--- src/logic/switch_defines.svh ---
`ifndef SWITCH_DEFINES_SVH
`define SWITCH_DEFINES_SVH

// switch geometry
`define SW_NUM_PORTS     4
`define SW_PAGE_WORDS    8
`define SW_NUM_PAGES     32
`define SW_MAX_PKT_WORDS 32
`define SW_QUEUE_DEPTH   8

// header word fields
`define SW_HDR_LEN_LSB   7
`define SW_HDR_LEN_MSB   15
`define SW_HDR_DEST_MSB  1

`endif

--- src/logic/packet_pkg.sv ---
`default_nettype none

`include "switch_defines.svh"

package packet_pkg;

    // one data word on every port
    typedef logic [15:0] halfword_t;

    typedef logic [`SW_HDR_DEST_MSB:0] port_id_t;

    // length in halfwords, header included
    typedef logic [`SW_HDR_LEN_MSB-`SW_HDR_LEN_LSB:0] pkt_len_t;

endpackage

`default_nettype wire

--- src/logic/ingress_buffer.sv ---
`timescale 1ns/1ps
`default_nettype none

`include "switch_defines.svh"

module ingress_buffer (
    input  wire logic                  clk,
    input  wire logic                  rst_n,
    input  wire logic                  wr_sop,
    input  wire logic                  wr_eop,
    input  wire logic                  wr_vld,
    input  wire packet_pkg::halfword_t wr_data,
    output logic                       full,
    output logic                       pkt_avail,
    output packet_pkg::port_id_t       pkt_dest,
    output packet_pkg::pkt_len_t       pkt_len,
    input  wire logic                  take,
    output logic                       word_vld,
    output packet_pkg::halfword_t      word
);
    import packet_pkg::*;

    localparam int idx_w = $clog2(`SW_MAX_PKT_WORDS);

    halfword_t      mem [`SW_MAX_PKT_WORDS];
    logic [idx_w-1:0] wr_idx;
    logic [idx_w-1:0] rd_idx;
    logic [idx_w-1:0] last_idx;
    logic           holding;
    logic           replaying;
    pkt_len_t       hdr_len;

    assign hdr_len  = mem[0][`SW_HDR_LEN_MSB:`SW_HDR_LEN_LSB];
    assign last_idx = idx_w'(pkt_len - 1'b1);

    // sop always lands at slot 0
    always_ff @(posedge clk) begin
        if (wr_vld) begin
            mem[wr_sop ? '0 : wr_idx] <= wr_data;
        end
        if (wr_vld && wr_eop) begin
            pkt_dest <= mem[0][`SW_HDR_DEST_MSB:0];
            pkt_len  <= hdr_len;
        end
    end

    always_ff @(posedge clk) begin
        if (!rst_n) begin
            wr_idx    <= '0;
            rd_idx    <= '0;
            holding   <= 1'b0;
            replaying <= 1'b0;
        end else begin
            if (wr_vld) begin
                wr_idx <= wr_sop ? idx_w'(1) : wr_idx + 1'b1;
            end
            // held from eop until the last word has been replayed
            if (wr_vld && wr_eop) begin
                holding <= 1'b1;
            end else if (replaying && rd_idx == last_idx) begin
                holding <= 1'b0;
            end
            if (take) begin
                replaying <= 1'b1;
                rd_idx    <= '0;
            end else if (replaying) begin
                rd_idx <= rd_idx + 1'b1;
                if (rd_idx == last_idx) begin
                    replaying <= 1'b0;
                end
            end
        end
    end

    assign full      = holding;
    assign pkt_avail = holding;
    assign word_vld  = replaying;
    assign word      = mem[rd_idx];

    // header length must agree with the words actually sent
    a_len_match: assert property (@(posedge clk) disable iff (!rst_n)
        wr_vld && wr_eop && !wr_sop |-> hdr_len == pkt_len_t'(wr_idx) + 1'b1);

endmodule

`default_nettype wire

--- config.mk ---
export PLATFORM = sky130hd
export DESIGN_NAME = ingress_buffer
export DESIGN_NICKNAME = d
export VERILOG_FILES = /design/src/logic/packet_pkg.sv /design/src/logic/ingress_buffer.sv
export VERILOG_INCLUDE_DIRS = /design/src /design/src/logic
export SDC_FILE = /design/constraint.sdc
export NUM_CORES = 1
export LEC_CHECK = 0
export ABC_AREA = 1
export BUFFER_PORTS_ARGS = -buffer_cell sky130_fd_sc_hd__buf_4
export CELL_PAD_IN_SITES_DETAIL_PLACEMENT = 1
export CELL_PAD_IN_SITES_GLOBAL_PLACEMENT = 1
export CORE_MARGIN = 2
export CORE_UTILIZATION = 46
export CTS_CLUSTER_SIZE = 12
export DETAILED_ROUTE_END_ITERATION = 12
export MAX_ROUTING_LAYER = met4
export PLACE_DENSITY = 0.78
export SKIP_CTS_REPAIR_TIMING = 1
export SKIP_LAST_GASP = 1
export SLEW_MARGIN = 20
export SYNTH_ARGS = -nofsm -noshare
export SYNTH_HDL_FRONTEND = slang
export SYNTH_SLANG_ARGS = --single-unit
export TNS_END_PERCENT = 20
--- constraint.sdc ---
create_clock -name clk -period 2.3 [get_ports clk]
set_input_delay 0.115 -clock clk [delete_from_list [all_inputs] [get_ports clk]]
set_output_delay 0.115 -clock clk [all_outputs]
set_load 0.02 [all_outputs]
Word-level counts from Yosys, hierarchy flattened:

Memory sizes are Yosys's and may differ from the RTL's. A register that Yosys moved wholly into a read port is not among the register bits.
Index checks and enable logic that the tools add are counted.

* flip-flop bits (word level): 12
* RAM bits: 512
* memories: 1
* word-level logic and storage cells: 25
* input port bits: 22
* output and inout bits: 30

Memory list
* mem: words 32, width 16, read ports 2, clocked after memory_dff 2, write ports 1, line ingress_buffer.sv:25 `` halfword_t mem [`SW_MAX_PKT_WORDS]; ``

* add/sub/neg operators: 3
* bitwise operators: 1
* eq/ne operators: 1
* mux-type cells: 11
* reductions and logical operators: 4

Operator list (number)
* $mux 5: 4
* $add 5x1->5 const B: 2
* $mux 1: 7
* $eq 5x5->1: 1
* $sub 5x1->5 const B: 1
* $logic_and 1x1->1: 2
* $reduce_bool 2->1: 1
* $reduce_or 2->1: 1
* $not 1->1: 1

Depth between registers and ports, before layout:

* word-level depth: 5
* depth in mapped cells: 11
* gate-level depth less buffers: 11

Worst setup path after synthesis:

Ideal clock, no wire load.

* kind: flip-flop to flip-flop
* start point: register wr_idx[2]
* end point: memory mem[4][0] in the netlist's numbering, enable pin
* buffers on the path: 0
* period minus slack after synthesis: 2.164 ns
* data arrival time: 1.776 ns
* path slack: 0.136 ns
* stages on the path, launching flop included: 4
* data required time: 1.912 ns
* setup time: 0.388 ns
* cells stage by stage: dfxtp_1 > inv_1 > or4_4 > nor2_1

* word-level cells in the longest chain between the ends: 1

RTL lines
* start: declaration: line ingress_buffer.sv:26 `logic [idx_w-1:0] wr_idx;`
* start signal: assignment: line ingress_buffer.sv:55 `wr_idx <= wr_sop ? idx_w'(1) : wr_idx + 1'b1;`
* $mux 5: line ingress_buffer.sv:39 `mem[wr_sop ? '0 : wr_idx] <= wr_data;`
* end: declaration: line ingress_buffer.sv:25

No other way between the ends.

==> metrics.cfg <==
[drt]
wl_met2_microns=36970
first_iter_violations=1591
wl_per_cell_microns=28.67
met1_length_microns=28100
viasPerCell=6.090
highest_layer=met4
routed_wl_microns=76270
vias=16199
drc=0
drtAntennaViolNets=0
met3_length_microns=6998
drt_pass1_iterations=5

[yosys]
netlist_area_sq_um=21950
synth-edff-count=523
syn_inst=1864
synth.net_count=1889
synth-seq-area-share_pct=73.08
synth_warnings=0
yosysUniqueCellTypes=24
ys_async_sr_fraction_pct=0
yosysTopAreaCell=edfxtp_1
synth_top_area_share_pct=71.53
ys_ff_latch=540
synthTopCellsByArea=edfxtp_1 (72%), nand2_1 (11%), nand3_1 (9.3%)
avgSynthCellArea_sq_um=11.78
synthFlopType=edfxtp_1

[timing]
maxSlewViolCount=0
holdWs_ns=-0.01514
tightest_slew_ns=1.046
max_freq_mhz=377.9
final-setup-viol-count=16
relSlewSlack_pct=30.19
finalHoldViolCount=9
layout_setup_ws_ns=-0.3460
skew_ns=0.01326
timing.setup.tns_ns=-4.349
finalCritPeriodShare_pct=115.0
period_minus_slack_ns=2.646
rsz0062_at_grt=true

[clocking]
cts.sinks=540
cts_root_buf=clkbuf_16
clk_latency_ns=0.62
cts_buffers=55
path_clk_slew_ns=0.06
cts_tree=built
cts_buffer_depth=3
htreeDepth=2

[worst_hold_path]
hp-class=in2reg

[power]
power_leakage_nw=9.718
power_density_nw_per_um2=775.4
peakVddDrop_mv=0.7618

[setup_path]
path_class=reg2out
cp.arrival_ns=2.53
crit_fanout=11
crit_path_end_kind=primary output
critPathRequiredTime_ns=2.18
worstSetupStartpointType=register

[place]
placement.io_buffers=51
gp_congestion=0.8756
hpwl_microns=39340

[run_status]
violations=hold timing, setup timing
status=complete, but fails checks

[floorplan]
die_h_microns=222.5
dieArea_sq_um=49490
die_x_microns=222.5
core_sq_um=47450
start_util_pct=46.27
io_pins=52
rows=80

[job]
drv_cap=0

[global_routing]
grt_pass1_vias=16222
gr-total-overflow=0
grt_start_max_net_pins=64
grt.total_usage_pct=27.91
grt_pass1_wl_microns=99650
antenna_found_initial=0

[cells_and_area]
fin_nets=2034
area.growth.synth_to_final_pct=21.47
nFillCells=4772
layout-drive-gt1-share_pct=17.03

## worst max-delay path, stage by stage (launching register included)
cell       delay (ns)
dfxtp_4          0.38
buf_12           0.20
clkbuf_16        0.21
buf_12           0.15
nand2_1          0.12
nand3_1          0.13
nand3_1          0.09
nand2_1          0.09
nand2_2          0.08
nand3_2          0.14
o21a_1           0.17
buf_4            0.14
## cell usage after synthesis (7+ instances only)
| library cell | number |
|---|---|
| nand2_1 | 662 |
| edfxtp_1 | 523 |
| nand3_1 | 409 |
| buf_2 | 58 |
| nor2_1 | 52 |
| inv_1 | 25 |
| a21oi_1 | 22 |
| buf_4 | 21 |
| dfxtp_1 | 17 |
| o21a_1 | 16 |
| buf_6 | 15 |
| clkbuf_1 | 11 |
| nor3_1 | 10 |
| buf_1 | 7 |
## sequential cells by signal, indices dropped and copies added (netlist names), named ones only
register / count
full: 1
mem: 512
pkt_dest: 2
pkt_len: 9
rd_idx: 5
word_vld: 1
wr_idx: 5
## power breakdown
part	total, mW	internal [mW]	switching, mW
Combinational	1.37	0.474	0.897
Sequential	10.9	10.8	0.0363
Clock	8.43	4.73	3.70
## path summary, 6_finish.rpt
| path | slack, ns | to | startpoint | cells past startpoint |
|---|---|---|---|---|
| worst min-delay path | -0.02 | mem[18][7] | wr_data[7] | 1 |
| worst max register to register | 0.12 | mem[21][9] | wr_idx[0] | 5 |
| worst max-delay path | -0.35 | word[8] | register | 11 |
| worst min register to register | 0.46 | pkt_len[6] | mem[0][13] | 0 |
## layout by cell type (no fill, tap or decap), types with 8 or more instances in the layout
cell,instances
o21a_1,11
clkinv_1,8
nor2_1,49
a21oi_1,18
buf_12,21
nor3_1,10
nand3_2,43
buf_16,11
dfxtp_1,13
clkbuf_1,22
nand3_1,362
nand2_2,37
buf_4,98
inv_1,24
dlygate4sd3_1,19
buf_6,23
edfxtp_1,523
clkbuf_16,79
nand2_1,624
## stage by stage
step	total power, mW	instance area [sq um]	std cells	utilization [%]	setup slack (ns)
after global routing	21.12	26670	2659	56.20	-0.3618
after global placement	12.06	23390	2503	49.29	0.3036
after CTS	20.32	25000	2595	52.70	-0.3938
final	20.68	26670	2660	56.21	-0.3460
after floorplan	11.59	21950	1864	-	0.1359
after detailed placement	12.10	23390	2503	49.29	0.2589
## kinds of logic after synthesis
group,count (synthesis),synth area share [%]
buf+inv,139,3.590
compound gates,44,1.220
fa+ha+maj,3,0.1710
flops,540,73.08
simple gates,1138,21.94
## routing by layer
metal	vias to the layer above	global-route usage [%]
met4	0	10.91
met2	954	47.26
met1	8146	34.19
met5	-	-
met3	265	3.756
li1	6834	-
## layout make-up
type                       count  area [sq um]  share of cell area [%]
clock buffer                  79          1509                   5.658
timing repair inverter         3         38.79                  0.1454
inverter                      27         130.1                  0.4879
antenna                        1         2.502                0.009383
tap                          615         769.5                   2.885
clock inverter                13         108.9                  0.4082
sequential                   540         16060                   60.20
timing repair buffer         197          2504                   9.388
multi-input combinational   1185          5550                   20.81
Note: power is estimated with default switching activity, not from simulation.
