## config.mk

```make
export PLATFORM = sky130hd
export DESIGN_NAME = packet_queues
export DESIGN_NICKNAME = d
export VERILOG_FILES = /design/src/logic/packet_pkg.sv /design/src/logic/buffer_pkg.sv /design/src/logic/packet_queues.sv
export VERILOG_INCLUDE_DIRS = /design/src /design/src/logic
export SDC_FILE = /design/constraint.sdc
export NUM_CORES = 1
export LEC_CHECK = 0
export ABC_AREA = 1
export BUFFER_PORTS_ARGS = -buffer_cell sky130_fd_sc_hd__buf_4
export CAP_MARGIN = 20
export CORE_MARGIN = 1.5
export CORE_UTILIZATION = 47
export DETAILED_ROUTE_END_ITERATION = 12
export HOLD_SLACK_MARGIN = 0.02
export PLACE_DENSITY = 0.63
export REMOVE_ABC_BUFFERS = 1
export SLEW_MARGIN = 20
export SYNTH_ARGS = -nofsm -noshare
export SYNTH_HDL_FRONTEND = slang
export SYNTH_SLANG_ARGS = --single-unit
```

## constraint.sdc

```tcl
create_clock -name clk -period 4.49 [get_ports clk]
set_input_delay 0.449 -clock clk [delete_from_list [all_inputs] [get_ports clk]]
set_output_delay 0.449 -clock clk [all_outputs]
set_load 0.01 [all_outputs]
```

## src/logic/switch_defines.svh

```systemverilog
`ifndef SWITCH_DEFINES_SVH
`define SWITCH_DEFINES_SVH

// switch geometry
`define SW_NUM_PORTS     4
`define SW_PAGE_WORDS    8
`define SW_NUM_PAGES     32
`define SW_MAX_PKT_WORDS 32
`define SW_QUEUE_DEPTH   8

// header word fields
`define SW_HDR_LEN_LSB   7
`define SW_HDR_LEN_MSB   15
`define SW_HDR_DEST_MSB  1

`endif

```

## src/logic/packet_pkg.sv

```systemverilog
`default_nettype none

`include "switch_defines.svh"

package packet_pkg;

    // one data word on every port
    typedef logic [15:0] halfword_t;

    typedef logic [`SW_HDR_DEST_MSB:0] port_id_t;

    // length in halfwords, header included
    typedef logic [`SW_HDR_LEN_MSB-`SW_HDR_LEN_LSB:0] pkt_len_t;

endpackage

`default_nettype wire

```

## src/logic/buffer_pkg.sv

```systemverilog
`default_nettype none

`include "switch_defines.svh"

package buffer_pkg;

    typedef logic [$clog2(`SW_NUM_PAGES)-1:0] page_ptr_t;
    typedef logic [$clog2(`SW_PAGE_WORDS)-1:0] word_idx_t;

    // full data SRAM address, page in the upper bits
    typedef logic [$bits(page_ptr_t)+$bits(word_idx_t)-1:0] data_addr_t;

    // number of free pages, 0 up to all of them
    typedef logic [$clog2(`SW_NUM_PAGES):0] page_cnt_t;

    // one queued packet
    typedef struct packed {
        page_ptr_t           first_page;
        packet_pkg::pkt_len_t len;
    } desc_t;

endpackage

`default_nettype wire

```

## src/logic/packet_queues.sv

```systemverilog
`timescale 1ns/1ps
`default_nettype none

`include "switch_defines.svh"

module packet_queues (
    input  wire logic                                clk,
    input  wire logic                                rst_n,
    input  wire logic                                push,
    input  wire packet_pkg::port_id_t                push_dest,
    input  wire buffer_pkg::desc_t                   push_desc,
    output logic [`SW_NUM_PORTS-1:0]                 not_empty,
    output buffer_pkg::desc_t [`SW_NUM_PORTS-1:0]    head_desc,
    input  wire logic                                pop,
    input  wire packet_pkg::port_id_t                pop_dest
);
    import buffer_pkg::*;

    localparam int ptr_w = $clog2(`SW_QUEUE_DEPTH);

    for (genvar q = 0; q < `SW_NUM_PORTS; q++) begin : g_queue
        desc_t            mem [`SW_QUEUE_DEPTH];
        logic [ptr_w-1:0] rd_ptr;
        logic [ptr_w-1:0] wr_ptr;
        logic [ptr_w:0]   count;
        logic             push_hit;
        logic             pop_hit;

        assign push_hit = push && push_dest == q;
        assign pop_hit  = pop && pop_dest == q;

        always_ff @(posedge clk) begin
            if (!rst_n) begin
                rd_ptr <= '0;
                wr_ptr <= '0;
                count  <= '0;
            end else begin
                if (push_hit) begin
                    wr_ptr <= wr_ptr + 1'b1;
                end
                if (pop_hit) begin
                    rd_ptr <= rd_ptr + 1'b1;
                end
                count <= count + (ptr_w + 1)'(push_hit) - (ptr_w + 1)'(pop_hit);
            end
        end

        always_ff @(posedge clk) begin
            if (push_hit) begin
                mem[wr_ptr] <= push_desc;
            end
        end

        assign not_empty[q] = count != '0;
        assign head_desc[q] = mem[rd_ptr];

        a_no_push_full: assert property (@(posedge clk) disable iff (!rst_n)
            push_hit |-> count != (ptr_w + 1)'(`SW_QUEUE_DEPTH));
    end

endmodule

`default_nettype wire

```

# After elaboration in Yosys (flattened, before gate mapping)
# Memories as Yosys holds them, arrays and structs flattened. A register that Yosys moved wholly into a read port is not among the register bits.
# Index checks and enable logic that the tools add are counted.
totals:
  reg_bits: 40
  ram_bits: 448
  inputBits: 22
  wordCells: 68
  n_memories: 4
mem_list:
  columns: ["memory", "depth", "width", "rd", "rd_clocked_by_memory_dff", "wr", "line_no", "source"]
  rows:
  - ["g_queue[0].mem", 8, 14, 1, 1, 1, "packet_queues.sv:22", "desc_t mem [`SW_QUEUE_DEPTH];"]
  - ["g_queue[1].mem", 8, 14, 1, 1, 1, "packet_queues.sv:22", null]
  - ["g_queue[2].mem", 8, 14, 1, 1, 1, "packet_queues.sv:22", null]
  - ["g_queue[3].mem", 8, 14, 1, 1, 1, "packet_queues.sv:22", null]
classes:
  addsub: 16
  n_eq_ne: 6
  mux: 16
  reduce_logical: 14
ops:
  columns: ["cell", "n"]
  rows:
  - ["$add A3 B1 Y3 const B", 8]
  - ["$mux W3", 8]
  - ["$add A4 B1 Y4", 4]
  - ["$reduce_bool A4 Y1", 4]
  - ["$sub A4 B1 Y4", 4]
  - ["$eq A2 B2 Y1 const B", 4]
  - ["$logic_and A1 B1 Y1", 8]
  - ["$mux W1", 8]
  - ["$eq A2 B1 Y1 const B", 2]
  - ["$logic_not A2 Y1", 2]

# Longest topological paths before layout
logic_depth:
  depth_word: 4
  ltp_mapped: 12
  depth_no_buf: 12

# Least setup slack after synthesis
# No wires, ideal clock.
synth_timing:
  path_type: "input to register"
  start: "input push_dest[1]"
  end: "memory g_queue[0].mem[0][0] (netlist name), enable pin"
  setup_time_ns: 0.384
  arrival_time_ns: 1.553
  t_required_ns: 4.106
  setup_slack_ns: 2.552
  cell_stages: 4
  path_cell_list: "nor2_1 > nand2_1 > or2_1 > nor2_1"
synth_via:
  elab_chain_len: 4
synth_rtl:
  columns: ["item", "line_no", "source"]
  rows:
  - ["start, declared", "packet_queues.sv:10", "input wire packet_pkg::port_id_t push_dest,"]
  - ["$logic_not A2 Y1", "packet_queues.sv:29", "assign push_hit = push && push_dest == q;"]
  - ["$logic_and A1 B1 Y1", "packet_queues.sv:29", null]
  - ["$mux W1", "packet_queues.sv:49", "if (push_hit) begin"]
  - ["$mux W1 (not written as such)", "packet_queues.sv:50", "mem[wr_ptr] <= push_desc;"]
  - ["end, declared", "packet_queues.sv:22", null]
# Every way passes these cells.

==> impl_metrics.ini <==
[sta]
slew_headroom = 0.304
hold_violations = 0
worst_pin_slew_ps = 1040
rsz0062_at_grt = no
final_max_slew_viol_count = 0
skew_ps = 9.75
timing.final.crit_share = 0.691
fin_crit_ps = 3100
fmax_ghz = 0.322
fin_tns_setup_ps = 0
setup_viol = 0

[clock_tree]
cts.sinks = 500
cts_tree = built
post_cts.repair.setup_buffers = 0
h-tree-depth = 2
clockRootBuffer = clkbuf_16
clkSlewWorstSetupHoldPaths_ps = 60
cts_made_buffers = 51
cts.repair.resized = 0
insertion_delay_ps = 590
clockBufferDepth = 3
postCtsHoldBufs = 0

[route]
drc = 0
avgRoutedWirePerCell_um = 16.3
avgViaCountPerCell = 4.84
drtAntennaViolNets = 0
vias = 14700
drt_wl_total_um = 49400
firstDrtPassIters = 5
drt_iter0_markers = 1120

[synthesis]
syn_inst = 2300
netlist_area_sq_um = 22100
synth_top_area_share = 0.608
synth_seq_cells = 500
synth-seq-area-share = 0.656
yosysTopAreaCell = edfxtp_1
netlist_top_cells_area = edfxtp_1, nand2_1, inv_1
synth_cell_types = 26
yosysWarnings = 0
avgSynthCellArea_sq_um = 9.61

[global_route]
grt_pass1_vias = 14300
grt_usage = 0.211
grt_pass1_wl_um = 78200
antenna_found_initial = 0
grt_start_max_net_pins = 58
grt_overflow_total = 0

[setup_path]
cp_common_cell = nand2_1
r2r.worst_path.cells = 2
cp-start-kind = flip-flop
critPathArrivalTime_ps = 2650
worstPathCellList = buf_4 -> inv_2 -> nand2_1 -> nand3_1 -> nand2_1 -> nand2_1 -> nand2_1 -> buf_4
path_max_fanout = 57
cp_slowest_stage_delay_ps = 540
crit_slowest_cell = inv_2
worstPathRequired_ps = 4040
crit_type = reg2out
crit_buf_inv = 3
crit_cells = 8
cp_top_family = buffers and inverters
endpoint_kind = output port

[power]
p_leak_uw = 0.0115
p_per_area_nw_per_um2 = 412
peakVddDrop_mv = 0.231
power_uw = 10300

[floorplan]
core_area_sq_um = 46500
dieArea_sq_um = 48400
pin_count = 82
start_util = 0.476
row_count = 79
dieHeight_um = 220
die_w_um = 220

[worst_hold_path]
min_path_type = in2reg
hold_depth = 3

[placed_design]
dp_hpwl_um = 28200
io_buffers = 81
gp_congestion = 0.790

[final_layout]
nFillCells = 4127
drive_above_1_share = 0.0934
diodes = 0
nNetsFinal = 2438
mostFrequentLayoutCell = nand2_1
layout_common_cells = nand2_1, inv_1, edfxtp_1
area_delta_synth_final_pct = 13.4

[run_status]
status = complete, no violations

[run]
maxCapViolations = 0
-- power by group --
group,switching [uW],leakage (uW),total [uW],internal [uW]
combinational,489,0.00612,741,252
sequential,26.8,0.00446,5160,5130
clock,1760,0.000883,4420,2660
-- worst min-delay path, delay by kind of cell --
kind	cells	cell delay (ps)
simple gates	1	90
buf+inv	2	230
-- kinds of logic after synthesis --
logic type / share of synthesized area
flip-flops: 0.656
XOR/XNOR: 0.00198
AO/OA/AOI/OAI: 0.00843
AND/OR/NAND/NOR: 0.208
buffers and inverters: 0.109
adder cells (fa/ha/maj): 0.0172
-- registers in the layout, summed over array words and instances (netlist names), named ones only --
| register | cells |
|---|---|
| g_queue.mem | 448 |
| g_queue.count | 16 |
| g_queue.rd_ptr | 12 |
| g_queue.wr_ptr | 12 |
-- per-stage QoR --
| step | std cells | worst slack [ps] | cell area, sq um | utilization | hold WS, ps |
|---|---|---|---|---|---|
| 2_1_floorplan | 2220 | 1790 | 21600 | - | 465 |
| 6_report | 3037 | 1390 | 25100 | 0.540 | 231 |
| 5_1_grt | 3037 | 1100 | 25100 | 0.540 | 229 |
| 4_1_cts | 3037 | 1370 | 25100 | 0.539 | 200 |
| 3_3_place_gp | 2941 | 1920 | 23300 | 0.501 | 476 |
| 3_5_place_dp | 2942 | 1910 | 23300 | 0.501 | 493 |
-- worst paths after layout --
kind | from | endpoint | slack [ps]
worst max-delay path | flip-flop | head_desc[42] | 1390
worst min-delay path | rst_n | g_queue[1].count[0]$_SDFF_PN0_ | 230
worst max register to register | g_queue[0].wr_ptr[0]$_SDFFE_PN0P_ | g_queue[0].mem[7][13]$_DFFE_PP_ | 2700
worst min register to register | g_queue[2].rd_ptr[1]$_SDFFE_PN0P_ | g_queue[2].rd_ptr[1]$_SDFFE_PN0P_ | 500
-- layer usage --
metal  vias to the layer above  part of all wire  GRT usage
met5                         -                 0          0
met4                         0             0.021     0.0587
met3                        64             0.047     0.0329
met2                       329              0.47      0.345
met1                      6995              0.46      0.293
li1                       7308                 -          -
-- cell type report --
cell class	instances	area, sq um	area share
clock buffers	68	1520	0.0605
clock inverters	27	264	0.0105
inverters	517	1940	0.0774
multi-input cells	1203	5220	0.208
flip-flops and latches	500	14500	0.578
well taps	607	759	0.0303
repair buffers	115	867	0.0346
-- cell usage after synthesis --
master	count
o21bai_1	1
buf_2	41
a21oi_1	26
nor2_1	74
fa_1	4
nand3_1	236
or2_1	1
xnor2_1	2
nand4_1	2
dfxtp_1	52
buf_6	4
nand2_1	813
a21oi_2	1
edfxtp_1	448
clkbuf_1	8
inv_2	9
nand2_2	2
or2_4	1
ha_1	24
xor2_1	3
buf_4	24
nand3_2	3
inv_1	508
buf_1	3
or2_2	2
o21ai_0	8
Power figures use the tool's default switching activity.
