**config.mk**
```make
export PLATFORM = sky130hd
export DESIGN_NAME = buffer_reader
export DESIGN_NICKNAME = d
export VERILOG_FILES = /design/src/logic/packet_pkg.sv /design/src/logic/buffer_pkg.sv /design/src/logic/buffer_reader.sv
export VERILOG_INCLUDE_DIRS = /design/src /design/src/logic
export SDC_FILE = /design/constraint.sdc
export NUM_CORES = 1
export LEC_CHECK = 0
export BUFFER_PORTS_ARGS = -buffer_cell sky130_fd_sc_hd__buf_4
export CAP_MARGIN = 20
export CORE_ASPECT_RATIO = 0.6
export CORE_MARGIN = 2
export CORE_UTILIZATION = 30
export CTS_BUF_LIST = sky130_fd_sc_hd__clkbuf_8
export DETAILED_ROUTE_END_ITERATION = 7
export PLACE_DENSITY_LB_ADDON = 0.08
export SLEW_MARGIN = 20
export SYNTH_ARGS = -nofsm -noshare
export SYNTH_HDL_FRONTEND = slang
export SYNTH_SLANG_ARGS = --single-unit
```
**constraint.sdc**
```tcl
create_clock -name clk -period 2.38 [get_ports clk]
set_clock_uncertainty 0.15 [all_clocks]
set_input_delay 0.238 -clock clk [delete_from_list [all_inputs] [get_ports clk]]
set_output_delay 0.238 -clock clk [all_outputs]
set_load 0.03 [all_outputs]
```
**src/logic/switch_defines.svh**
```systemverilog
`ifndef SWITCH_DEFINES_SVH
`define SWITCH_DEFINES_SVH

// switch geometry
`define SW_NUM_PORTS     4
`define SW_PAGE_WORDS    8
`define SW_NUM_PAGES     32
`define SW_MAX_PKT_WORDS 32
`define SW_QUEUE_DEPTH   8

// header word fields
`define SW_HDR_LEN_LSB   7
`define SW_HDR_LEN_MSB   15
`define SW_HDR_DEST_MSB  1

`endif

```
**src/logic/packet_pkg.sv**
```systemverilog
`default_nettype none

`include "switch_defines.svh"

package packet_pkg;

    // one data word on every port
    typedef logic [15:0] halfword_t;

    typedef logic [`SW_HDR_DEST_MSB:0] port_id_t;

    // length in halfwords, header included
    typedef logic [`SW_HDR_LEN_MSB-`SW_HDR_LEN_LSB:0] pkt_len_t;

endpackage

`default_nettype wire

```
**src/logic/buffer_pkg.sv**
```systemverilog
`default_nettype none

`include "switch_defines.svh"

package buffer_pkg;

    typedef logic [$clog2(`SW_NUM_PAGES)-1:0] page_ptr_t;
    typedef logic [$clog2(`SW_PAGE_WORDS)-1:0] word_idx_t;

    // full data SRAM address, page in the upper bits
    typedef logic [$bits(page_ptr_t)+$bits(word_idx_t)-1:0] data_addr_t;

    // number of free pages, 0 up to all of them
    typedef logic [$clog2(`SW_NUM_PAGES):0] page_cnt_t;

    // one queued packet
    typedef struct packed {
        page_ptr_t           first_page;
        packet_pkg::pkt_len_t len;
    } desc_t;

endpackage

`default_nettype wire

```
**src/logic/buffer_reader.sv**
```systemverilog
`timescale 1ns/1ps
`default_nettype none

`include "switch_defines.svh"

module buffer_reader (
    input  wire logic                                   clk,
    input  wire logic                                   rst_n,
    input  wire logic [`SW_NUM_PORTS-1:0]               not_empty,
    input  wire buffer_pkg::desc_t [`SW_NUM_PORTS-1:0]  head_desc,
    output logic                                        pop,
    output packet_pkg::port_id_t                        pop_dest,
    output buffer_pkg::data_addr_t                      data_rd_addr,
    output buffer_pkg::page_ptr_t                       link_rd_addr,
    input  wire packet_pkg::halfword_t                  data_rd_data,
    input  wire buffer_pkg::page_ptr_t                  link_rd_data,
    output logic                                        release_vld,
    output buffer_pkg::page_ptr_t                       release_page,
    output logic [`SW_NUM_PORTS-1:0]                    rd_sop,
    output logic [`SW_NUM_PORTS-1:0]                    rd_eop,
    output logic [`SW_NUM_PORTS-1:0]                    rd_vld,
    output packet_pkg::halfword_t [`SW_NUM_PORTS-1:0]   rd_data
);
    import packet_pkg::*;
    import buffer_pkg::*;

    port_id_t  rr_ptr;
    port_id_t  cand;
    port_id_t  sel;
    logic      active;
    logic      first;
    port_id_t  out_port;
    pkt_len_t  remain;
    word_idx_t idx;
    page_ptr_t page;
    logic      page_end;
    // one stage between read issue and output register
    logic      s1_vld;
    logic      s1_first;
    logic      s1_last;
    port_id_t  s1_port;

    always_comb begin
        sel  = rr_ptr;
        cand = rr_ptr;
        for (int k = `SW_NUM_PORTS - 1; k >= 0; k--) begin
            cand = rr_ptr + port_id_t'(k);
            if (not_empty[cand]) begin
                sel = cand;
            end
        end
    end

    assign pop      = !active && |not_empty;
    assign pop_dest = sel;

    assign data_rd_addr = {page, idx};
    // link of the current page is ready long before its last word
    assign link_rd_addr = page;
    assign page_end     = idx == word_idx_t'(`SW_PAGE_WORDS - 1) || remain == pkt_len_t'(1);

    always_ff @(posedge clk) begin
        if (!rst_n) begin
            rr_ptr      <= '0;
            active      <= 1'b0;
            s1_vld      <= 1'b0;
            release_vld <= 1'b0;
            rd_sop      <= '0;
            rd_eop      <= '0;
            rd_vld      <= '0;
        end else begin
            if (pop) begin
                active <= 1'b1;
                rr_ptr <= sel + 1'b1;
            end else if (active && remain == pkt_len_t'(1)) begin
                active <= 1'b0;
            end
            s1_vld      <= active;
            release_vld <= active && page_end;
            for (int p = 0; p < `SW_NUM_PORTS; p++) begin
                rd_vld[p] <= s1_vld && s1_port == port_id_t'(p);
                rd_sop[p] <= s1_vld && s1_first && s1_port == port_id_t'(p);
                rd_eop[p] <= s1_vld && s1_last && s1_port == port_id_t'(p);
            end
        end
    end

    always_ff @(posedge clk) begin
        if (pop) begin
            page     <= head_desc[sel].first_page;
            remain   <= head_desc[sel].len;
            idx      <= '0;
            first    <= 1'b1;
            out_port <= sel;
        end else if (active) begin
            remain <= remain - 1'b1;
            idx    <= idx + 1'b1;
            first  <= 1'b0;
            if (idx == word_idx_t'(`SW_PAGE_WORDS - 1)) begin
                page <= link_rd_data;
            end
        end
        s1_first     <= first;
        s1_last      <= remain == pkt_len_t'(1);
        s1_port      <= out_port;
        release_page <= page;
        if (s1_vld) begin
            rd_data[s1_port] <= data_rd_data;
        end
    end

endmodule

`default_nettype wire

```
---- After elaboration in Yosys (flattened, before gate mapping) ----
Index checks and enable logic that the tools add are counted.
word-level totals
  flip-flop bits (word level) ............. 110
  word-level logic and storage cells ...... 88
  bits of input ports ..................... 83
  output and inout bits ................... 98
operators by class
  $lt $le $gt $ge ......................... 7
  mux-type cells .......................... 24
  add/sub/neg operators ................... 6
  reductions and logical operators ........ 26
  eq/ne operators ......................... 5
operators with widths
  operator                                                                              number
  64-bit bitwise mux                                                                    1
  16-bit demux with 2-bit select                                                        1
  14-bit binary-select mux with 2-bit select                                            1
  1-bit logical AND                                                                     18
  2-bit by 3-bit < comparator with 1-bit output (second input constant)                 6
  9-bit 2-to-1 mux                                                                      2
  16-bit 2-to-1 mux                                                                     1
  5-bit 2-to-1 mux                                                                      3
  14-bit 2-to-1 mux                                                                     1
  9-bit by 1-bit == test with 1-bit output (second input constant)                      1
  9-bit by 1-bit subtractor with 9-bit output (second input constant)                   1
  1-bit binary-select mux with 2-bit select                                             4
  2-bit 2-to-1 mux                                                                      4
  1-bit 2-to-1 mux                                                                      6
  2-bit nonzero test                                                                    3
  2-bit by 1-bit adder with 2-bit output (second input constant)                        2
  2-bit adder (second input constant)                                                   2
  2-bit == test (second input constant)                                                 2
  4-bit OR reduction                                                                    1
  3-bit by 1-bit adder with 3-bit output (second input constant)                        1
  3-bit == test (second input constant)                                                 1
  2-bit by 1-bit == test with 1-bit output (second input constant)                      1
  2-bit by 1-bit greater-or-equal comparator with 1-bit output (second input constant)  1
  2-bit zero test                                                                       1
  3 further kinds                                                                       3

---- Longest topological paths before layout ----
  word-level depth ........................ 10
  depth in mapped cells ................... 8
  mapped depth without buffers ............ 6

---- Worst setup path before layout ----
OpenSTA, ideal clock, no wires.
  kind .................................... register to register
  start ................................... register rr_ptr[1]
  end ..................................... register page[0], in the netlist link_rd_addr[0], data pin
  setup slack ............................. 0.072 ns
  period minus slack after synthesis ...... 2.308 ns
  data arrival time ....................... 1.897 ns
  stages on the path, launching flop included .. 8
  library setup time ...................... 0.261 ns
  data required time ...................... 1.969 ns
  cell sequence ........................... dfxtp_1 -> buf_2 -> and3b_1 -> or4_4 -> buf_6 -> nand2_8 -> mux2_1 -> a221o_1
on the way
  word-level cells in the longest chain between the ends .. 10
RTL lines
  what                                          RTL line              RTL
  from (decl)                                   buffer_reader.sv:27   port_id_t rr_ptr;
  from (signal assigned)                        buffer_reader.sv:74   rr_ptr <= sel + 1'b1;
  2-bit adder                                   buffer_reader.sv:47   cand = rr_ptr + port_id_t'(k);
  1-bit binary-select mux with 2-bit select     buffer_reader.sv:48   if (not_empty[cand]) begin
  1-bit 2-to-1 mux (not written as such)        buffer_reader.sv:48
  2-bit 2-to-1 mux (3 in series)                buffer_reader.sv:48
  2-bit 2-to-1 mux *                            buffer_reader.sv:48
  14-bit binary-select mux with 2-bit select *  buffer_reader.sv:90   page <= head_desc[sel].first_page;
  14-bit 2-to-1 mux *                           n/a
  5-bit 2-to-1 mux *                            buffer_reader.sv:89   if (pop) begin
  to (signal assigned)                          buffer_reader.sv:90
  to (signal assigned)                          buffer_reader.sv:100  page <= link_rd_data;
  to (decl)                                     buffer_reader.sv:35   page_ptr_t page;
Every way passes the cells marked *; elsewhere a longest branch is shown, timed or not. The select of a mux whose other input is x is not followed.
A chain may end at the register's enable or synchronous reset.

---- Worst setup path after layout ----
  start ................................... register rr_ptr[1]
  end ..................................... register page[4], in the netlist link_rd_addr[4], data pin
Same word-level chain as after synthesis.

==> metrics.md <==
| Metric | Value |
|---|---|
| Tcrit/Tclk final | 96.0% |
| Setup slack, reg-to-reg | approximately 0.096 ns |
| Finished Cell Area | 0.00638 mm² |
| Status | finished clean |
| Reg-to-reg critical path endpoint | link_rd_addr[4] |
| Synth cell count leaders | edfxtp_1, dfxtp_1, nor2_1 |
| Initial drt markers | around 140 |
| WS Path Type | flip-flop to flip-flop |
| Required @ worst endpoint | ~2.4 ns |
| HP Class | primary input to flip-flop |
| Antenna violations before repair | 1 |
| Slew Limit Fails | 0 |
| H-tree depth reported by CTS | 3 |
| All-Layer GR Usage | 15.0% |
| Number of library cell types mapped by synthesis | 47 |
| Sequential share of power | between 50% and 60% |
| Clock share of power | 26.9% |
| RSZ-0062 raised after global routing | false |
| Hold Crit Depth | 2 |
| Vias in the first global route | ~3000 |
| Via count | approximately 3100 |
| DR DRC count | 0 |
| Synth Flop Type | edfxtp_1 |
| Syn Inst Count | between 200 and 300 |
| Largest area contributor in the netlist | edfxtp_1 |
| Nets@finish | 587 |
| Combinational share of power | about a fifth |
| Internal power | approximately 3.2 mW |
| Top post-synthesis cells by area | edfxtp_1, dfxtp_1, a211oi_1 |
| Gpl congestion | roughly 0.81 |
| Die W | roughly 160 µm |
| Remaining Overflow, GRT | 0 |
| Netlist area before placement | approximately 0.0043 mm² |
| Finish-stage setup viols | 0 |
| Vias per std cell | 4.44 |
| Row cnt | 33 |
| Final wirelength | 11400 µm |
| Worst Reg-to-Reg Cells | 5 |
| FFs w/ async S/R, synth | 0% |
| CP Max Fanout | 7 |
| Dpl cell area | 0.00590 mm² |
| Reg2reg start | rr_ptr[1] |
| Most common cell in the netlist | edfxtp_1 |
| Setup TNS | 0 ns |
| Worst skew pair latency | 0.37 ns |
| Share of the synthesized area in the top cell type | a little under three fifths |
| Critical Path End Type | flip-flop |
| CTS Sinks | 110 |
| MaxCap Viol Count | 0 |
| Hold wc startpoint | link_rd_data[0] |
| Syn. warnings | 0 |
| Fmax | approximately 0.44 GHz |
| Switch share | about 28% |
| Mapped Avg Cell Area | about 15 µm² |
| CTS Buffer Depth | 2 |
| Worst slew pin tran | between 0.6 and 0.7 ns |
| Core ar. | 0.0137 mm² |
| CP Launch Type | flip-flop |
| Worst-path clk slew | ~0.11 ns |
| CTS Root Cell | clkbuf_8 |
| Leak | 2.63 nW |
| Power Dens Cells | between 600 and 700 mW/mm² |
| Fin. Hold Viols | 0 |
| Post-synth EDFFs | 80 |
| Yosys reg bits | between 100 and 150 |
| Area growth from synthesis to layout | 50.1% |
| Die Height | just under 100 µm |
| Synthesized Nets | between 300 and 400 |
| Layout cells sized above 1 | around 47% |
| Die area | between 0.015 and 0.02 mm² |
| Port Buffer Count | 180 |
| First-pass GRT wire length | 17000 µm |
| Critical Path AT | between 2 and 2.5 ns |
| # IOs | approximately 180 |
| Peak VDD IR | 0.291 mV |
| Detail Placement HPWL | slightly above 8000 µm |
| Final worst path period need | 2.28 ns |
| 1st-pass router iterations | 6 |
| Initial Util | approximately 30% |
| Register area share after synthesis | between 70% and 80% |
| Switching Power | 1.23 mW |
| Worst Hold Endpoint | link_rd_addr[0] |
| Drt wl/cell | ~16 µm |
| TritonCTS Buffers | 9 |
| Slew HR | about three fifths |
| Post-DRT Antenna Nets | 0 |
| CTS tree | done |
| Largest net degree at the start of global routing | 20 |
-- repair_timing --
action,in CTS,in global routing
resized for setup,2,0
setup endpoints to repair,1,1
endpoints found under the hold margin,68,0
pin swaps,2,1
hold buffers,19,0
buffers inserted,4,0
cloned,1,0
-- critical path, cell delays in order (launching register included) --
cell and delay [ns]:
dfxtp_2 0.36, and3b_1 0.19, or4_4 0.55, nand2_8 0.13, mux2_1 0.33, a221o_1 0.33
-- state kept, by name (all words and copies together), names as in the netlist --
register / cells
s1_vld: 1
s1_first: 1
rd_vld: 4
remain: 9
s1_port: 2
link_rd_addr: 5
idx: 3
rd_eop: 4
release_vld: 1
s1_last: 1
out_port: 2
release_page: 5
rd_sop: 4
active: 1
rd_data: 64
rr_ptr: 2
first: 1
-- cell usage in the layout, fill, tap and decap left out, drive strengths merged, types with 7 or more instances in the layout --
| cell | instances |
|---|---|
| a211oi | 15 |
| a21oi | 9 |
| and2 | 10 |
| and3 | 11 |
| buf | 203 |
| clkbuf | 9 |
| dfxtp | 30 |
| dlygate4sd3 | 19 |
| edfxtp | 80 |
| inv | 10 |
| mux2i | 8 |
| nand2 | 10 |
| nand3 | 7 |
| nor2 | 12 |
-- power groups by stage --
| stage | logic (mW) | registers [mW] | clock network [mW] |
|---|---|---|---|
| detailed placement | 0.848 | 2.33 | 0 |
| finish | 0.921 | 2.29 | 1.18 |
| global route | 0.998 | 2.31 | 1.30 |
| global placement | 0.849 | 2.33 | 0 |
| floorplan | 0.411 | 2.42 | 0 |
| CTS | 0.929 | 2.29 | 1.24 |
-- how the worst max path moves through the flow --
stage | to | from | slack, ns
2_1_floorplan | link_rd_addr[0] | rr_ptr[1] | 0.07
3_3_place_gp | remain[6] | not_empty[0] | 0.09
3_5_place_dp | link_rd_addr[4] | not_empty[0] | 0.05
4_1_cts | link_rd_addr[4] | rr_ptr[1] | 0.03
5_1_grt | remain[5] | rr_ptr[0] | 0.05
6_report | link_rd_addr[4] | rr_ptr[1] | 0.1
-- area by class of cell --
cell class	count	area (µm²)
fillers	1268	7370
diodes	1	2.50
well taps	192	240
inverters	7	26.3
clock inverters	7	82.6
clock buffers	9	124
multi-input cells	149	1110
flip-flops and latches	110	3000
repair buffers	223	1790
-- routing by layer --
metal / share of wire [%] / routed length [µm] / vias to the layer above / GRT usage, %
met5: 0 / 0 / - / 0
met4: 1.3 / 143 / 0 / 4.55
met3: 7.0 / 798 / 16 / 5.31
met2: 43 / 4910 / 98 / 22.0
met1: 49 / 5580 / 1479 / 20.9
li1: - / - / 1503 / -
-- kinds of logic (layout without fill, tap and decap cells) --
family,count (synthesis),in the layout,share of synthesized area (%)
AOI/OAI and AO/OA,53,53,10.2
xor gates and xnor gates,8,8,1.65
and+or+nand+nor,70,70,9.45
muxes,14,14,3.47
buffers and inverters,24,246,3.41
other,0,1,0
adders and majority gates,4,4,1.18
DFF,110,110,70.6
-- through the flow --
stage / total power [mW] / worst slack, ns / hold slack (ns) / utilization, % / instances
5_1_grt: 4.60 / 0.0486 / 0.0144 / 46.4 / 697
3_5_place_dp: 3.18 / 0.0451 / 0.177 / 42.9 / 657
3_3_place_gp: 3.18 / 0.0925 / 0.180 / 42.9 / 657
2_1_floorplan: 2.84 / 0.0724 / 0.173 / - / 283
6_report: 4.39 / 0.0958 / 0.0319 / 46.4 / 698
4_1_cts: 4.46 / 0.0319 / 0.00609 / 46.4 / 697
(Power assumes the default switching activity.)
