`src/logic/page_store.sv`:
```
`timescale 1ns/1ps
`default_nettype none

module page_store #(
    parameter type word_t     = logic [15:0],
    parameter int  addr_width = 5
) (
    input  wire logic                  clk,
    input  wire logic                  wr_en,
    input  wire logic [addr_width-1:0] wr_addr,
    input  wire word_t                 wr_data,
    input  wire logic [addr_width-1:0] rd_addr,
    output word_t                      rd_data
);

    word_t mem [2**addr_width];

    // read data registered, one cycle after the address
    always_ff @(posedge clk) begin
        if (wr_en) begin
            mem[wr_addr] <= wr_data;
        end
        rd_data <= mem[rd_addr];
    end

endmodule

`default_nettype wire

```
`config.mk`:
```
export PLATFORM = sky130hd
export DESIGN_NAME = page_store
export DESIGN_NICKNAME = d
export VERILOG_FILES = /design/src/logic/page_store.sv
export SDC_FILE = /design/constraint.sdc
export NUM_CORES = 1
export LEC_CHECK = 0
export BUFFER_PORTS_ARGS = -buffer_cell sky130_fd_sc_hd__buf_2
export CORE_MARGIN = 2
export CORE_UTILIZATION = 40
export CTS_BUF_LIST = sky130_fd_sc_hd__clkbuf_16
export CTS_CLUSTER_SIZE = 12
export DETAILED_ROUTE_END_ITERATION = 6
export PLACE_DENSITY_LB_ADDON = 0.12
export SKIP_CTS_REPAIR_TIMING = 1
export SYNTH_ARGS = -nofsm -noshare
export SYNTH_HDL_FRONTEND = slang
export SYNTH_SLANG_ARGS = --single-unit
```
`constraint.sdc`:
```
create_clock -name clk -period 2.1 [get_ports clk]
set_clock_uncertainty 0.1 [all_clocks]
set_input_delay 0.42 -clock clk [delete_from_list [all_inputs] [get_ports clk]]
set_output_delay 0.42 -clock clk [all_outputs]
set_load 0.005 [all_outputs]
```
# Word level (Yosys, flattened, before mapping)

Memories as Yosys holds them, arrays and structs flattened. A register that Yosys moved wholly into a read port is not among the register bits.
Index checks and enable logic that the tools add are counted.

Multiplexer cells: 2

Operators by type and width:

| kind             | count |
|---|---|
| 1-bit 2-to-1 mux | 2 |

Memories: 1
Logic and storage cells: 3
RAM bits: 512
Output and inout bits: 16
Register bits after elaboration: 0

Memories:

| memory | words | bits a word | rd ports | clocked after Yosys merged registers in | wr ports | RTL line | RTL |
|---|---|---|---|---|---|---|---|
| mem    | 32    | 16          | 1        | 1                                       | 1        | 16       | `word_t mem [2**addr_width];` |

# Depth between registers and ports, before layout

Gate-level depths: netlist (run 1).

Depth after elaboration: 2
Depth in mapped cells: 8
Mapped depth without buffers: 5

# Worst setup path before layout (run 1)

Ideal clock, no wire load.

Kind: input port to flip-flop
From: input wr_addr[1]
To: memory mem[12][0] in the netlist's numbering, enable pin
Setup slack: -0.160 ns
Arrival time: 1.772 ns
Path buffers: 1
Library setup time: 0.388 ns
Stages on the path: 3
Cells stage by stage: or3b_2 clkbuf_1 nor2_1

RTL lines:

| item            | RTL line | RTL |
|---|---|---|
| start, declared | 10       | `input wire logic [addr_width-1:0] wr_addr,` |
| end, declared   | 16       |  |

Straight into the memory's write port.

==> results of run 1 <==
## layer usage
layer / up-vias / routed length [um]
li1: 4930 / -
met1: 5596 / 24000
met2: 247 / 23700
met3: 82 / 2350
met4: 2 / 1260
met5: - / 8
## sequential cells by signal, indices dropped and copies added (netlist names)
signal / cells
mem: 512
rd_data: 16
## final cells by class
class | instances | area (um^2) | area share [%]
Tap cell | 680 | 851 | 3.48
Multi-Input combinational cell | 548 | 4370 | 17.9
Sequential cell | 528 | 15700 | 64.3
Clock buffer | 55 | 1380 | 5.64
Timing Repair Buffer | 188 | 1900 | 7.79
Clock inverter | 47 | 230 | 0.943
## path summary, 6_finish.rpt
path / depth (start not counted) / slack, ns / to / start
worst max-delay path: 8 / 0.28 / rd_data[11] / rd_addr[1]
worst min-delay path: 1 / 0.18 / mem[2][4] / wr_data[4]
worst max register to register: 6 / 0.47 / rd_data[8] / mem[1][8]
worst min register to register: 4 / 0.50 / rd_data[5] / mem[10][5]
## critical path: stages
cell and delay (ns):
buf_2 0.15, nor2b_4 0.20, buf_4 0.24, buf_12 0.22, buf_4 0.24, a22oi_1 0.11, a31oi_1 0.38, nand3_1 0.17
## power groups by stage
stage / clock [mW] / combinational (mW) / sequential [mW]
after floorplan: 0 / 0.659 / 12.0
after global placement: 0 / 1.39 / 12.0
after detailed placement: 0 / 1.40 / 12.0
after CTS: 8.91 / 1.40 / 11.8
after global routing: 9.27 / 1.48 / 11.8
final: 8.68 / 1.38 / 11.8
## cell usage in the layout (no fill, tap or decap), types with 20 or more instances in the layout
cell | Yosys | layout
a21oi_1 | 32 | 32
a22o_1 | 32 | 32
a22oi_1 | 64 | 64
buf_12 | 5 | 47
buf_2 | 19 | 42
buf_4 | 19 | 98
clkbuf_16 | 0 | 55
edfxtp_1 | 512 | 512
inv_1 | 0 | 20
mux2i_1 | 256 | 256
nand2_1 | 33 | 33
nand3_1 | 34 | 34
nor2_2 | 0 | 20
## logic make-up after synthesis
kind of cell           share of synthesized area (%)
DFF                                             76.4
muxes                                           12.5
and+or+nand+nor                                 3.49
AOI/OAI and AO/OA                               4.97
buffers and inverters                           2.63
## through the flow
step           worst slack [ns]  TNS, ns  instances
3_3_place_gp             -0.412    -1.12       1944
4_1_cts                   0.273        0       2046
2_1_floorplan            -0.160   -21.19       1143
3_5_place_dp             -0.397    -1.14       1944
6_report                  0.283        0       2046
5_1_grt                   0.180        0       2046
==> impl_metrics.csv, run 1 <==
group,metric,value,unit
global_routing,first_global_vias,11000,
placement,placedInstanceArea,22800,um^2
layout,area_growth,18.9,%
yosys,synthTopCellsByArea,"edfxtp_1, mux2i_1, a22oi_1, dfxtp_1, a22o_1",
yosys,synth_cell_types,26,
yosys,ys_dominant_reg_cell,"edfxtp_1",
drt,wl,51300,um
layout,design_area,24400,um^2
sta,rsz0062_at_grt,"false",
floorplan,rows,83,
worst_setup_path,setup.worst_path.start_class,"input pin",
global_routing,grt_pass1_wl,75100,um
sta,finalMaxSlewViolations,0,
worst_setup_path,crit_path_max_fanout,25,
floorplan,core_area,51000,um^2
yosys,yosysSeqAreaShare,76.4,%
clock_tree,cts.clk_slew.worst_paths,0.06,ns
floorplan,dieHeight,231,um
sta,hold_violations,0,
clock_tree,max-clock-path-buffers,3,
yosys,synthCells,1143,
worst_setup_path,crit_type,"in -> reg",
clock_tree,htreeDepth,2,
placement,place_hpwl,32300,um
drt,detail-route-antenna-nets,0,
drt,routed_via_density,5.31,
sta,fmax,550,MHz
yosys,synth_fp_nets,1171,
sta,slew_headroom,49.4,%
power_and_ir_drop,p_sw_share,22.2,%
drt,drtIter0Drc,859,
sta,whs,0.182,ns
worst_setup_path,endpoint_kind,"register",
drt,wire_per_inst,25.1,um
floorplan,ios,44,
sta,finalCritPeriodShare,86.5,%
global_routing,grt_start_max_net_pins,42,
power_and_ir_drop,leakage,8.74,nW
drt,drc,0,
drt,vias,10900,
layout,final_nets,1349,
yosys,synth_commonest_cells,"edfxtp_1, mux2i_1, a22oi_1",
power_and_ir_drop,p_int,17.0,mW
global_routing,grt.met3_usage,2.80,%
sta,tightest_slew,0.759,ns
layout,fin_util,47.9,%
clock_tree,clock_latency,0.63,ns
yosys,netlist.area_leader.share,74.9,%
worst_setup_path,crit_arrival,2.19,ns
hold_path,hp-class,"in -> reg",
floorplan,die-area,53200,um^2
power_and_ir_drop,power,21.8,mW
yosys,post-synth-top-count-cell,"edfxtp_1",
yosys,synth_area_leader_cell,"edfxtp_1",
global_routing,overflow,0,
global_routing,grt_usage,19.5,%
clock_tree,root_buffer,"clkbuf_16",
placement,portBuffers,43,
yosys,synth_area_per_cell,18.0,um^2
sta,period_minus_slack,1.82,ns
run,drv_cap,0,
yosys,synth_warnings,0,
power_and_ir_drop,power_frac_clock,39.8,%
floorplan,die_w,231,um
layout,antennaDiodeCount,0,
power_and_ir_drop,ir_drop,0.580,mV
yosys,netlist_area,20500,um^2
global_routing,use_met2,30.9,%
placement,gp_congestion,0.764,
global_routing,met1_usage,28.0,%
power_and_ir_drop,power_frac_comb,6.3,%
drt,drt_pass1_iterations,5,
yosys,synth-seq-cells,528,
clock_tree,cts_tree,"done",
global_routing,antenna_found_initial,2,
clock_tree,numCtsBuffers,55,
power_and_ir_drop,p_seq_share,53.9,%
worst_setup_path,worstPathRequired,2.47,ns
global_routing,top_usage_layer,"met2",
status,status,"finished, final reports clean",
yosys,synth_edf_count,512,
layout,drive_gt1_share,20.6,%
power_and_ir_drop,power.switching,4.84,mW
layout,n_fill_cell,4308,
sta,setup_viol,0,
clock_tree,cts_num_sinks,528,
yosys,async_reset_ff_share,0,%
floorplan,initial_core_util,40.3,%
power_and_ir_drop,p_per_area,894,nW/um^2
(Power assumes the default switching activity.)
==> run 2, diff against run 1 <==
Settings changed: CORE_ASPECT_RATIO set to 1.5.
==> run 2 against run 1 <==
Die area is essentially flat. Critical path type unchanged. Core utilization shrank 0.89 points. Clock power shrank 3.6%. Setup slack lost 0.072 ns. Sequential power is essentially flat. Final cell count shrank 3.2%. Clock-buffer cell count shrank 1. Sequential share of layout area grew 1.6 points. Via count shrank 4.8%. Worst hold slack lost 0.063 ns.
==> impl_metrics.csv, run 2 (synthesis gave the netlist of run 1 again) <==
group,metric,value,unit
status,status,"finished, final reports clean",
sta,finalCritPeriodShare,90.0,%
layout,largest_register,"mem",
worst_setup_path,crit_path_max_fanout,15,
global_routing,grt_usage,18.1,%
global_routing,grt_start_max_net_pins,33,
clock_tree,htreeDepth,2,
power_and_ir_drop,p_per_area,897,nW/um^2
layout,drive_gt1_share,17.0,%
layout,final_cell_mix,"edfxtp_1, mux2i_1, buf_4",
worst_setup_path,slowest_stage,"and2_2",
drt,detail-route-antenna-nets,0,
placement,portBuffers,43,
floorplan,die_w,189,um
layout,reg_top3,"mem: 512 flops, rd_data: 16 flops",
worst_setup_path,reg2reg_depth,6,
power_and_ir_drop,power.switching,4.50,mW
power_and_ir_drop,leakage,8.47,nW
layout,n_fill_cell,4298,
sta,tightest_slew,0.727,ns
layout,antennaDiodeCount,0,
drt,routed_via_density,5.22,
worst_setup_path,crit_chain,"buf_2, and2_2, a22o_1, nor3_1, buf_4, a31oi_1, nand3_1",
layout,final_nets,1310,
sta,fmax,529,MHz
sta,period_minus_slack,1.89,ns
drt,drtIter0Drc,561,
worst_setup_path,worst-path-buf-inv,2,
sta,setup_viol,0,
sta,rsz0062_at_grt,"false",
clock_tree,cts_tree,"done",
floorplan,core_area,50700,um^2
drt,vias,10300,
worst_setup_path,crit_arrival,2.17,ns
placement,place_hpwl,30900,um
power_and_ir_drop,power_frac_comb,5.7,%
floorplan,dieHeight,282,um
hold_path,min_delay_path_depth,3,
placement,gp_congestion,0.755,
clock_tree,root_buffer,"clkbuf_16",
clock_tree,clock_latency,0.59,ns
floorplan,die-area,53200,um^2
worst_setup_path,path_depth,7,
sta,slew_headroom,51.6,%
run,drv_cap,0,
sta,tns,0,ns
sta,finalMaxSlewViolations,0,
power_and_ir_drop,power_frac_clock,39.2,%
layout,largest_register_ffs,512,
sta,whs,0.119,ns
sta,hold_violations,0,
layout,layout_commonest_cell,"edfxtp_1",
global_routing,antenna_found_initial,0,
worst_setup_path,r2r-start,"mem[5][7]",
clock_tree,numCtsBuffers,52,
drt,drc,0,
worst_setup_path,max_stage_delay,0.49,ns
worst_setup_path,timing.rr.end,"rd_data[7]",
power_and_ir_drop,p_int,16.9,mW
worst_setup_path,worstPathRequired,2.38,ns
layout,area_growth,16.0,%
hold_path,hp-class,"in -> reg",
worst_setup_path,endpoint_kind,"register",
placement,dp_slack,-0.339,ns
global_routing,grt_pass1_wl,70500,um
clock_tree,cts.clk_slew.worst_paths,0.06,ns
power_and_ir_drop,power,21.4,mW
global_routing,overflow,0,
clock_tree,cts_num_sinks,528,
drt,drt_pass1_iterations,5,
global_routing,first_global_vias,10800,
worst_setup_path,ff2ff_setup_slack,0.26,ns
worst_setup_path,setup.worst_path.start_class,"input pin",
drt,wire_per_inst,24.0,um
worst_setup_path,crit_type,"in -> reg",
worst_setup_path,cp_top_family,"simple AND/OR/NAND/NOR gates",
hold_path,min-delay-start,"rd_addr[3]",
floorplan,rows,101,
floorplan,ios,44,
floorplan,initial_core_util,40.5,%
sta,fin_ws,0.211,ns
power_and_ir_drop,p_seq_share,55.1,%
drt,wl,47500,um
power_and_ir_drop,p_sw_share,21.1,%
clock_tree,max-clock-path-buffers,3,
hold_path,hold_path_end,"rd_data[0]",
power_and_ir_drop,ir_drop,0.638,mV
layout,fin_util,47.0,%
==> run 2: how the worst max path moves through the flow <==
stage	from	to
after detailed placement	rd_addr[2]	rd_data[7]
after CTS	rd_addr[2]	rd_data[7]
final	rd_addr[2]	rd_data[7]
after floorplan	wr_addr[1]	mem[12][0]
after global placement	rd_addr[2]	rd_data[7]
after global routing	mem[5][7]	rd_data[7]
==> run 2: routing by layer <==
metal / global-route usage, % / up-vias / share of wire [%]
li1: - / 4826 / -
met1: 22.0 / 5290 / 41
met2: 33.8 / 157 / 54
met3: 2.08 / 62 / 2.9
met4: 4.83 / 0 / 1.9
met5: 0 / - / 0
==> run 2: through the flow <==
step	cells	instance area [um^2]
after CTS	1980	23800
after floorplan	1143	20500
after global routing	1980	23800
after detailed placement	1897	22300
after global placement	1897	22300
final	1980	23800
==> run 2: cell type report <==
type / instances / area, um^2 / share of cell area, %
sequential: 528 / 15700 / 65.9
multi-input combinational: 548 / 4330 / 18.2
timing repair buffer: 152 / 1460 / 6.11
clock buffer: 54 / 1350 / 5.67
tap: 669 / 837 / 3.51
clock inverter: 29 / 153 / 0.641
==> run 2: worst reg2reg max path, cell delays in order, from the launching register on <==
cell and delay, ns:
edfxtp_1 0.36, mux2i_1 0.15, a22o_1 0.15, nor3_1 0.05, buf_4 0.14, a31oi_1 0.38, nand3_1 0.31
==> run 2: power groups by stage <==
stage          Sequential (mW)  Clock [mW]  Combinational, mW
6_report                  11.8        8.37               1.22
5_1_grt                   11.8        8.94               1.32
4_1_cts                   11.8        8.58               1.25
3_5_place_dp              12.0           0               1.25
3_3_place_gp              12.0           0               1.24
2_1_floorplan             12.0           0              0.659
==> run 3, diff against run 2 <==
Settings changed: CELL_PAD_IN_SITES_DETAIL_PLACEMENT set to 1, CELL_PAD_IN_SITES_GLOBAL_PLACEMENT set to 1, CTS_CLUSTER_SIZE 12 to 16.
==> run 3 against run 2 <==
Sequential share of layout area fell by 1.5 points. Die area did not move. Critical path depth rose by 1. Core utilization rose by 1.1 points. Setup slack improved by 0.11 ns. Critical path type unchanged. Critical endpoint is now rd_data[8].
==> impl_metrics.csv, run 3 (synthesis gave the netlist of run 1 again) <==
group,metric,value,unit
status,status,"finished, final reports clean",
global_routing,grt_pass1_wl,76500,um
worst_setup_path,worstPathRequired,2.43,ns
global_routing,first_global_vias,11600,
clock_tree,clock_latency,0.57,ns
clock_tree,max-clock-path-buffers,3,
layout,area.sequential,15700,um^2
sta,hold_violations,0,
layout,n_fill_cell,4738,
clock_tree,numCtsBuffers,50,
worst_setup_path,crit_path_max_fanout,26,
clock_tree,cts_tree,"done",
run,drv_cap,0,
sta,rsz0062_at_grt,"false",
drt,drt_pass1_iterations,4,
clock_tree,root_buffer,"clkbuf_16",
drt,drc,0,
layout,largest_register,"mem",
floorplan,dieHeight,282,um
placement,gp_congestion,0.748,
drt,wl,51900,um
sta,setup_viol,0,
drt,drtIter0Drc,587,
layout,layout_commonest_cell,"edfxtp_1",
hold_path,hp-class,"in -> reg",
drt,detail-route-antenna-nets,0,
global_routing,grt_usage,19.8,%
layout,drive_gt1_share,20.6,%
layout,multi_input_area,4390,um^2
worst_setup_path,setup.worst_path.start_class,"input pin",
sta,slew_headroom,49.0,%
global_routing,antenna_found_initial,1,
clock_tree,htreeDepth,2,
worst_setup_path,crit_arrival,2.10,ns
drt,vias,10800,
sta,finalMaxSlewViolations,0,
power_and_ir_drop,leakage,8.63,nW
clock_tree,cts.clk_slew.worst_paths,0.06,ns
sta,finalCritPeriodShare,84.6,%
clock_tree,cts_num_sinks,528,
sta,tightest_slew,0.764,ns
sta,whs,0.286,ns
drt,routed_via_density,5.36,
floorplan,core_area,50700,um^2
placement,place_hpwl,33300,um
layout,final_cell_mix,"edfxtp_1, mux2i_1, buf_4",
placement,portBuffers,43,
floorplan,die-area,53200,um^2
sta,period_minus_slack,1.78,ns
sta,fmax,563,MHz
worst_setup_path,crit_type,"in -> reg",
floorplan,ios,44,
power_and_ir_drop,ir_drop,0.659,mV
floorplan,rows,101,
layout,reg_top3,"mem: 512 flops, rd_data: 16 flops",
global_routing,overflow,0,
floorplan,die_w,189,um
power_and_ir_drop,p_per_area,901,nW/um^2
worst_setup_path,endpoint_kind,"register",
layout,fin_util,48.1,%
layout,largest_register_ffs,512,
drt,wire_per_inst,25.9,um
floorplan,initial_core_util,40.5,%
global_routing,grt_start_max_net_pins,33,
layout,final_nets,1326,
layout,area_growth,18.7,%
## run 3: stage by stage
stage	total power [mW]	area, um^2	TNS, ns	cells	setup slack, ns
6_report	22.0	24400	0	2009	0.323
2_1_floorplan	12.6	20500	-21.19	1143	-0.160
3_3_place_gp	13.3	22800	-1.02	1915	-0.246
5_1_grt	22.7	24400	0	2007	0.230
4_1_cts	22.2	24400	0	2007	0.333
3_5_place_dp	13.4	22800	-1.13	1915	-0.275
## run 3: final cells by class
| cell class | instances | share of cell area [%] |
|---|---|---|
| Multi-Input combinational cell | 548 | 18.0 |
| Tap cell | 669 | 3.43 |
| Clock inverter | 39 | 1.12 |
| Antenna cell | 2 | 0.0205 |
| Sequential cell | 528 | 64.4 |
| Clock buffer | 53 | 5.44 |
| Timing Repair Buffer | 170 | 7.56 |
## run 3: path summary, 6_finish.rpt
check                    from          end  slack (ns)  cells after the start
setup reg to reg   mem[7][10]  rd_data[10]        0.42                      6
hold / removal     wr_data[3]    mem[1][3]        0.29                      1
setup / recovery   rd_addr[0]   rd_data[8]        0.32                      8
hold reg to reg   mem[16][11]  rd_data[11]        0.53                      4
## run 3: where the power goes
part	internal, mW	switching [mW]
registers	11.7	0.0622
clock network	5.03	3.82
logic	0.526	0.800
## run 3: critical path, cell delays in order
cell	delay, ns
buf_8	0.16
buf_12	0.24
buf_12	0.20
buf_4	0.19
mux2i_1	0.19
a22oi_1	0.14
a31oi_1	0.40
nand3_1	0.14
## run 3: per-layer routing
metal | GRT usage (%) | wire length (um) | vias up | part of all wire, %
li1 | - | - | 4878 | -
met4 | 4.53 | 886 | 2 | 1.7
met2 | 37.1 | 28000 | 181 | 54
met5 | 0 | 11 | - | 0.021
met3 | 2.53 | 1650 | 59 | 3.2
met1 | 24.1 | 21400 | 5646 | 41
